<file path="src/hw/csr_pkg.sv">
// Machine mode only on RV64, direct trap vectors, no interrupt sources and no counters besides mcycle
`default_nettype none

package csr_pkg;

  localparam int unsigned xlen_w = 64;

  typedef logic [11:0] csr_addr_t;

  // Machine CSR addresses
  localparam csr_addr_t CSR_MSTATUS   = 12'h300;
  localparam csr_addr_t CSR_MISA      = 12'h301;
  localparam csr_addr_t CSR_MIE       = 12'h304;
  localparam csr_addr_t CSR_MTVEC     = 12'h305;
  localparam csr_addr_t CSR_MSCRATCH  = 12'h340;
  localparam csr_addr_t CSR_MEPC      = 12'h341;
  localparam csr_addr_t CSR_MCAUSE    = 12'h342;
  localparam csr_addr_t CSR_MTVAL     = 12'h343;
  localparam csr_addr_t CSR_MIP       = 12'h344;
  localparam csr_addr_t CSR_MCYCLE    = 12'hB00;
  localparam csr_addr_t CSR_MVENDORID = 12'hF11;
  localparam csr_addr_t CSR_MARCHID   = 12'hF12;
  localparam csr_addr_t CSR_MIMPID    = 12'hF13;
  localparam csr_addr_t CSR_MHARTID   = 12'hF14;

  localparam logic [xlen_w-1:0] MSTATUS_RST = 64'h0000_0000_0000_1888;
  localparam logic [xlen_w-1:0] MIE_RST     = 64'h0000_0000_0000_0888;
  localparam logic [xlen_w-1:0] MIP_RST     = 64'h0000_0000_0000_0080;

  // MXL = 2 (64 bit), I extension only
  localparam logic [xlen_w-1:0] MISA_VAL    = 64'h8000_0000_0000_0100;

  localparam logic [1:0] PRIV_M = 2'b11;  // Machine privilege in MPP

  typedef enum logic [1:0] {
    OP_RW = 2'd1,
    OP_RS = 2'd2,
    OP_RC = 2'd3
  } csr_op_e;

  typedef struct packed {
    logic [50:0] rsvd_hi;   // Bits 63:13
    logic [1:0]  mpp;
    logic [2:0]  rsvd_mid;  // Bits 10:8
    logic        mpie;
    logic [2:0]  rsvd_lo;   // Bits 6:4
    logic        mie;
    logic [2:0]  rsvd_bot;  // Bits 2:0
  } mstatus_fld_t;

  // Same word, seen raw by software and by field in the trap logic
  typedef union packed {
    logic [xlen_w-1:0] raw;
    mstatus_fld_t      fld;
  } mstatus_u;

  typedef struct packed {
    logic              valid;
    csr_addr_t         addr;
    csr_op_e           op;
    logic [xlen_w-1:0] src;
  } csr_req_t;

  typedef struct packed {
    logic              enter;  // Exception taken
    logic              leave;  // mret
    logic [xlen_w-1:0] cause;
    logic [xlen_w-1:0] pc;
    logic [xlen_w-1:0] tval;
  } trap_req_t;

  typedef struct packed {
    mstatus_u          mstatus;
    logic [xlen_w-1:0] mtvec;
    logic [xlen_w-1:0] mepc;
  } trap_view_t;

  typedef struct packed {
    logic              enter;
    logic              leave;
    mstatus_u          mstatus;
    logic [xlen_w-1:0] mepc;
    logic [xlen_w-1:0] mcause;
    logic [xlen_w-1:0] mtval;
  } trap_upd_t;

endpackage

`default_nettype wire

</file>
<file path="src/hw/csr_file.sv">
// Reads bypass trap updates only, since the software write is derived from this same read
`timescale 1ns/1ps
`default_nettype none

module csr_file import csr_pkg::*; (
  input  wire                    clk,
  input  wire                    rst,
  input  wire csr_addr_t         rd_addr,
  output logic [xlen_w-1:0]      rd_data,
  input  wire                    wr_en,
  input  wire [xlen_w-1:0]       wr_data,
  input  wire trap_upd_t         upd,
  output trap_view_t             view,
  output logic                   illegal
);

  mstatus_u          mstatus_q;
  logic [xlen_w-1:0] mie_q;
  logic [xlen_w-1:0] mtvec_q;
  logic [xlen_w-1:0] mscratch_q;
  logic [xlen_w-1:0] mepc_q;
  logic [xlen_w-1:0] mcause_q;
  logic [xlen_w-1:0] mtval_q;
  logic [xlen_w-1:0] mip_q;
  logic [xlen_w-1:0] mcycle_q;

  logic              known;         // Address maps to an implemented CSR
  logic              read_only;
  logic              illegal_raw;
  logic              wr_ok;
  logic              trap_mstatus;
  logic [xlen_w-1:0] rd_raw;

  assign read_only    = (rd_addr[11:10] == 2'b11);
  assign illegal_raw  = ~known | (wr_en & read_only);
  assign wr_ok        = wr_en & ~illegal_raw;   // Flagged writes are dropped
  assign trap_mstatus = upd.enter | upd.leave;

  // mstatus is touched by both trap entry and trap return
  always_ff @(posedge clk) begin
    if (rst) begin
      mstatus_q.raw <= MSTATUS_RST;
    end else if (trap_mstatus) begin
      mstatus_q <= upd.mstatus;
    end else if (wr_ok && (rd_addr == CSR_MSTATUS)) begin
      mstatus_q.raw <= wr_data;
    end
  end

  // Trap entry registers, trap update has priority over software
  always_ff @(posedge clk) begin
    if (rst) begin
      mepc_q   <= '0;
      mcause_q <= '0;
      mtval_q  <= '0;
    end else if (upd.enter) begin
      mepc_q   <= upd.mepc;
      mcause_q <= upd.mcause;
      mtval_q  <= upd.mtval;
    end else if (wr_ok) begin
      case (rd_addr)
        CSR_MEPC:   mepc_q   <= wr_data;
        CSR_MCAUSE: mcause_q <= wr_data;
        CSR_MTVAL:  mtval_q  <= wr_data;
        default: begin
        end
      endcase
    end
  end

  // Software-only registers
  always_ff @(posedge clk) begin
    if (rst) begin
      mie_q      <= MIE_RST;
      mtvec_q    <= '0;
      mscratch_q <= '0;
      mip_q      <= MIP_RST;
    end else if (wr_ok) begin
      case (rd_addr)
        CSR_MIE:      mie_q      <= wr_data;
        CSR_MTVEC:    mtvec_q    <= wr_data;
        CSR_MSCRATCH: mscratch_q <= wr_data;
        CSR_MIP:      mip_q      <= wr_data;  // No hardware interrupt sources
        default: begin
        end
      endcase
    end
  end

  // Free-running cycle counter, a write replaces the increment
  always_ff @(posedge clk) begin
    if (rst) begin
      mcycle_q <= '0;
    end else if (wr_ok && (rd_addr == CSR_MCYCLE)) begin
      mcycle_q <= wr_data;
    end else begin
      mcycle_q <= mcycle_q + 64'd1;
    end
  end

  // Read mux and address decode
  always_comb begin
    known  = 1'b1;
    rd_raw = '0;
    case (rd_addr)
      CSR_MSTATUS: begin
        rd_raw = trap_mstatus ? upd.mstatus.raw : mstatus_q.raw;
      end
      CSR_MISA:     rd_raw = MISA_VAL;
      CSR_MIE:      rd_raw = mie_q;
      CSR_MTVEC:    rd_raw = mtvec_q;
      CSR_MSCRATCH: rd_raw = mscratch_q;
      CSR_MEPC:     rd_raw = upd.enter ? upd.mepc : mepc_q;
      CSR_MCAUSE:   rd_raw = upd.enter ? upd.mcause : mcause_q;
      CSR_MTVAL:    rd_raw = upd.enter ? upd.mtval : mtval_q;
      CSR_MIP:      rd_raw = mip_q;
      CSR_MCYCLE:   rd_raw = mcycle_q;
      CSR_MVENDORID, CSR_MARCHID, CSR_MIMPID, CSR_MHARTID: begin
        rd_raw = '0;  // ID registers read as zero
      end
      default: begin
        known = 1'b0;
      end
    endcase
  end

  // Outputs held inactive while in reset
  assign rd_data = rst ? '0 : rd_raw;
  assign illegal = ~rst & illegal_raw;

  // Stored values for the trap controller
  assign view = '{mstatus: mstatus_q, mtvec: mtvec_q, mepc: mepc_q};

endmodule

`default_nettype wire

</file>
<file path="src/hw/csr_op_unit.sv">
// old_data must be the pre-write value at req.addr, and legality of the write is judged by the CSR file
`timescale 1ns/1ps
`default_nettype none

module csr_op_unit import csr_pkg::*; (
  input  wire csr_req_t          req,
  input  wire [xlen_w-1:0]       old_data,
  output logic                   wr_en,
  output logic [xlen_w-1:0]      wr_data
);

  logic src_zero;
  logic is_rw;

  assign src_zero = (req.src == '0);
  assign is_rw    = (req.op == OP_RW);

  // New value for each instruction form
  always_comb begin
    case (req.op)
      OP_RS: begin
        wr_data = old_data | req.src;   // csrrs
      end
      OP_RC: begin
        wr_data = old_data & ~req.src;  // csrrc
      end
      default: begin
        wr_data = req.src;              // csrrw
      end
    endcase
  end

  // Set or clear with a zero mask is a pure read
  // This keeps reads of the ID registers legal
  always_comb begin
    wr_en = 1'b0;
    if (req.valid) begin
      if (is_rw) begin
        wr_en = 1'b1;
      end else begin
        wr_en = ~src_zero;
      end
    end
  end

endmodule

`default_nettype wire

</file>
<file path="src/hw/machine_csr_top.sv">
// Accepts one CSR request and one trap event per cycle, with no handshake and no back-pressure
`timescale 1ns/1ps
`default_nettype none

module machine_csr_top import csr_pkg::*; (
  input  wire                    clk,
  input  wire                    rst,
  input  wire csr_req_t          req,
  input  wire trap_req_t         trap,
  output logic [xlen_w-1:0]      rd_data,
  output logic                   illegal,
  output logic                   redirect_valid,
  output logic [xlen_w-1:0]      redirect_pc
);

  logic              wr_en;
  logic [xlen_w-1:0] wr_data;
  trap_view_t        view;
  trap_upd_t         upd;
  logic              trap_redirect;

  csr_op_unit u_op (
    .req      (req),
    .old_data (rd_data),  // Old value feeds the set and clear forms
    .wr_en    (wr_en),
    .wr_data  (wr_data)
  );

  trap_ctrl u_trap (
    .trap           (trap),
    .view           (view),
    .upd            (upd),
    .redirect_valid (trap_redirect),
    .redirect_pc    (redirect_pc)
  );

  csr_file u_csr (
    .clk     (clk),
    .rst     (rst),
    .rd_addr (req.addr),
    .rd_data (rd_data),
    .wr_en   (wr_en),
    .wr_data (wr_data),
    .upd     (upd),
    .view    (view),
    .illegal (illegal)
  );

  assign redirect_valid = trap_redirect & ~rst;  // No redirect during reset

endmodule

`default_nettype wire

</file>
<file path="src/hw/trap_ctrl.sv">
// Direct trap mode only, enter and leave are one-hot per cycle and MPP is always machine mode
`timescale 1ns/1ps
`default_nettype none

module trap_ctrl import csr_pkg::*; (
  input  wire trap_req_t         trap,
  input  wire trap_view_t        view,
  output trap_upd_t              upd,
  output logic                   redirect_valid,
  output logic [xlen_w-1:0]      redirect_pc
);

  mstatus_u          mstatus_nxt;
  logic [xlen_w-1:0] vec_base;

  // Low two bits of mtvec hold the mode field
  assign vec_base = {view.mtvec[xlen_w-1:2], 2'b00};

  // mstatus after the trap event
  always_comb begin
    mstatus_nxt = view.mstatus;
    if (trap.enter) begin
      mstatus_nxt.fld.mpie = view.mstatus.fld.mie;  // Stack the enable
      mstatus_nxt.fld.mie  = 1'b0;
      mstatus_nxt.fld.mpp  = PRIV_M;
    end else if (trap.leave) begin
      mstatus_nxt.fld.mie  = view.mstatus.fld.mpie;
      mstatus_nxt.fld.mpie = 1'b1;
      mstatus_nxt.fld.mpp  = PRIV_M;                 // No lower mode to drop to
    end
  end

  // Register updates, applied by the CSR file only on enter or leave
  always_comb begin
    upd.enter   = trap.enter;
    upd.leave   = trap.leave;
    upd.mstatus = mstatus_nxt;
    upd.mepc    = trap.pc;
    upd.mcause  = trap.cause;
    upd.mtval   = trap.tval;
  end

  // Pipeline redirect for both events
  always_comb begin
    redirect_valid = trap.enter | trap.leave;
    if (trap.enter) begin
      redirect_pc = vec_base;
    end else begin
      redirect_pc = view.mepc;  // Return target
    end
  end

endmodule

`default_nettype wire

</file>
<file path="config.mk">
export PLATFORM = sky130hd
export DESIGN_NAME = machine_csr_top
export DESIGN_NICKNAME = d
export VERILOG_FILES = /design/src/hw/csr_pkg.sv /design/src/hw/csr_file.sv /design/src/hw/csr_op_unit.sv /design/src/hw/machine_csr_top.sv /design/src/hw/trap_ctrl.sv
export SDC_FILE = /design/constraint.sdc
export NUM_CORES = 2
export LEC_CHECK = 0
export BUFFER_PORTS_ARGS = -buffer_cell sky130_fd_sc_hd__buf_2
export CORE_ASPECT_RATIO = 0.6
export CORE_UTILIZATION = 33
export CTS_CLUSTER_DIAMETER = 150
export DETAILED_ROUTE_END_ITERATION = 6
export GPL_TIMING_DRIVEN = 0
export PLACE_DENSITY = 0.47
export SLEW_MARGIN = 30
export SYNTH_ARGS = -nofsm -noshare
export SYNTH_HDL_FRONTEND = slang
export SYNTH_SLANG_ARGS = --single-unit
</file>
<file path="constraint.sdc">
create_clock -name clk -period 7.9 [get_ports clk]
set_input_delay 1.185 -clock clk [delete_from_list [all_inputs] [get_ports clk]]
set_output_delay 1.185 -clock clk [all_outputs]
set_load 0.005 [all_outputs]
</file>
==> implementation parameters <==
Parameter                              Value

Setup path
  Buf+Inv Stages, Crit Path ... 10
  RR Endpoint ... u_csr.mcycle_q[61]
  CP Data Arrival Time ... 6.91 ns
  Max FO, Critical Path ... 10
  Worst setup SP type ... input pin
  Logic depth of the worst register-to-register path ... 8
  Critical path endpoint category ... primary output
  Critical-path cell list ... buf_2 > buf_4 > buf_4 > buf_2 > buf_2 > buf_4 > buf_2 > buf_2 > buf_1 > nand2_1 > nand2_1 > buf_2
  Library cell appearing most often on the critical path ... buf_2
  Worst-case register-to-register setup slack ... 3.94 ns
  Critical path data required time ... about 6.7 ns
  CP Class ... in2out
  RR Startpoint ... u_csr.mcycle_q[5]
  Standard cell with the maximum stage delay on the critical path ... buf_2
  Largest delay share family, worst path ... buffers and inverters
  Critical path's largest stage delay ... a little under 0.8 ns

Timing
  Final setup vio count ... 23
  Period Utilization, post-route ... 1.02
  Clock Skew ... 0.0233 ns
  Worst-case setup margin in the final layout ... -0.193 ns
  Setup TNS ... -0.919 ns
  Worst-case headroom to the max-slew limit ... 0.219
  Slew of the pin with the lowest slew margin ... approximately 1.2 ns
  Post-route minimum period ... 8.09 ns
  Final Max Slew Viols ... 0
  Final hold slack ... 0.498 ns
  Fin. Hold Viols ... 0
  Setup repair after global routing missed its margin ... no
  Max Clock Freq ... ~120 MHz

Clock tree
  Reg clk slew, reported paths ... ~0.070 ns
  Hold buffer count at cts ... 0
  TritonCTS clock tree ... built
  Post-CTS setup buffer count ... 0
  Root Buffer Master ... clkbuf_16
  Number of buffers created by CTS ... 60
  Clk buf depth ... 3
  Insertion delay to the later sink of the worst-skew pair ... between 0.6 and 0.7 ns
  Number of clock sinks ... 576
  Total number of H-tree levels ... 2
  Gates resized, CTS repair ... 0

Drt
  Wl on met1 ... 89.5 mm
  Drt drc ... 0
  Met2 wire length ... 83.1 mm
  Count of nets left with antenna violations after detail routing ... 0
  Number of optimization iterations in the first detailed-route pass ... 6
  Vias/cell ... between 6 and 7
  Drt initial violations ... 6,159
  Detail-routed net length per standard cell ... about 40 um
  Via count of the routed design ... approximately 36,000
  Highest routed metal layer ... met5
  Met3 routed WL ... 31.5 mm
  Sum of routed wire length over all layers ... 215 mm

Yosys
  Number of warnings issued by yosys ... 0
  Net count after synthesis ... 3,861
  Distinct cells, synth ... 87
  Mean instance size in the synthesized netlist ... 8.65 um^2
  Portion of the post-synthesis area used by sequential elements ... 0.372
  Primary flip-flop cell chosen by synthesis mapping ... dfxtp_1
  Number of synthesized register bits ... 576
  Post-synthesis cell area ... 31,000 um^2
  Number of flops mapped to enable cells by yosys ... 0
  Fraction of registers with async set or reset after synthesis ... 0
  Number of cells produced by synthesis ... 3,585

Floorplan
  Die height ... 240 um
  Die Span X ... 398 um
  Top-level port count ... roughly 410
  Starting density of the core ... 0.336
  Die outline area ... 95,300 um^2
  Cell Rows ... 86
  Core area ... between 90,000 and 100,000 um^2

Finish
  Area Growth Syn to Fin ... 20.0%
  Fraction of layout cells with a size suffix above 1 ... 0.235
  Cell area after layout ... 37,200 um^2
  Number of nets in the layout ... 4,347

Place
  Count of port buffers added during placement ... 402
  DPL Wire Length ... 158 mm
  Area after detailed placement ... 35,100 um^2
  Gpl congestion ... 1.05

GRT
  Aggregate global-route resource usage ... 0.436
  Antenna violations before repair ... 27
  Global route overflow ... 0
  Via count of the first global-routing pass ... 31,800
  Pin count of the biggest net entering global routing ... 15
  Wire length of the first global-routing pass ... approximately 280 mm

Pwr
  Leakage component of the power ... 13.8 nW
  Power density over cell area ... 190 nW/um^2
  Power after layout ... 7.06 mW
  Net switching component of the power ... 2.11 mW
  Worst supply voltage drop on vdd ... 0.172 mV
  Switching part of the total power ... 0.299
  Portion of total power attributed to the clock network ... 0.444
  Cell internal pwr ... 4.95 mW
  Combinational share of power ... 0.132
  Portion of total power attributed to sequential cells ... 0.424

Run status
  Result of the run ... complete, but fails checks
  Violations in the final reports ... negative setup slack

Worst hold path
  Min-Delay Startpoint ... u_csr.mstatus_q[28]
  Hold endpoint ... u_csr.mstatus_q[28]
  Hold depth ... 2
  Worst min-delay path category ... reg2reg

Job
  Max-capacitance violation count ... 0
-- power groups by stage --
stage	clock network, mW	registers [mW]	logic [mW]
finish	3.13	2.99	0.932
global route	3.23	3.00	0.930
CTS	3.10	2.99	0.878
detailed placement	0	3.05	0.876
global placement	0	3.05	0.864
floorplan	0	3.05	0.390
-- area by class of cell --
cell class | count | area, um^2
Sequential cell | 576 | 11500
Clock buffer | 81 | 1690
Tap cell | 1232 | 1540
Inverter | 17 | 63.8
Fill cell | 9633 | 55200
Clock inverter | 28 | 322
Timing Repair Buffer | 424 | 2400
Buffer | 411 | 1890
Multi-Input combinational cell | 2581 | 17700
Antenna cell | 16 | 40.0
-- worst reg2reg max path, stage by stage, from the launching register on --
cell,delay [ns]
dfxtp_1,0.46
nand4_1,0.52
nor4_2,0.92
nand3_1,0.25
clkbuf_1,0.47
clkbuf_1,0.52
nor3_1,0.42
xnor2_1,0.16
o22ai_1,0.09
-- metrics by stage --
stage,instances,utilization,setup WS (ns)
2_1_floorplan,3585,-,3.61
3_3_place_gp,5219,0.374,-0.614
3_5_place_dp,5241,0.380,0.217
4_1_cts,5350,0.402,0.206
5_1_grt,5353,0.402,0.0598
6_report,5366,0.403,-0.193
-- cell usage in the layout (no fill, tap or decap), types with 29 or more instances in the layout --
master	instances
mux4_2	65
nor4_1	38
buf_2	541
nor2_1	371
clkbuf_1	205
a22oi_1	163
nand2_1	369
nor3_1	43
a211oi_1	252
clkbuf_16	61
xnor2_1	33
a21oi_1	86
dfxtp_1	576
o21ai_1	32
nand4_1	52
o31a_1	59
or3_1	72
mux2i_1	59
o221ai_1	62
a211oi_2	63
o21ai_0	160
a221oi_1	29
and3_1	142
mux2_2	48
clkbuf_2	39
nand3_1	35
-- kinds of logic (layout without fill, tap and decap cells) --
group	Yosys count	after routing	synth area share
simple gates	1245	1245	0.196
compound gates	1118	1118	0.274
flops	576	576	0.372
buf+inv	428	961	0.0612
mux	172	172	0.0836
xor+xnor	45	45	0.0127
fa+ha+maj	1	1	0.000403
other cells	0	16	0
-- flip-flops by register name, indices dropped and copies added, names as in the netlist --
name and count:
u_csr.mstatus_q 64, u_csr.mip_q 64, u_csr.mepc_q 64, u_csr.mtval_q 64, u_csr.mcycle_q 64, u_csr.mie_q 64, u_csr.mtvec_q 64, u_csr.mscratch_q 64
u_csr.mcause_q 64
-- synthesized netlist by cell type, drive strengths merged, types with 52 or more instances --
library cell,number,area share
a211oi,316,0.086
nor3,52,0.0098
and3,142,0.029
mux4,65,0.047
clkbuf,233,0.028
o221ai,65,0.019
dfxtp,576,0.37
nand2,370,0.045
o21ai,192,0.031
o31a,59,0.017
a22oi,172,0.043
nor2,375,0.046
mux2i,59,0.019
nand4,52,0.010
or3,72,0.015
a21oi,90,0.015
buf,178,0.031
-- how the worst max path moves through the flow --
stage	cells past startpoint	endpoint	slack (ns)	from
2_1_floorplan	11	redirect_pc[10]	3.61	trap[193]
6_report	12	redirect_pc[28]	-0.19	trap[193]
3_5_place_dp	12	redirect_pc[28]	0.22	trap[193]
5_1_grt	11	redirect_pc[63]	0.06	trap[193]
4_1_cts	12	redirect_pc[28]	0.21	trap[193]
3_3_place_gp	11	redirect_pc[63]	-0.61	trap[193]
-- per-layer routing --
metal  track usage  up-vias
met1         0.610    17800
met3         0.167      496
met4         0.198        8
li1              -    14600
met5             0        -
met2         0.581     2969
Power figures use the tool's default switching activity.
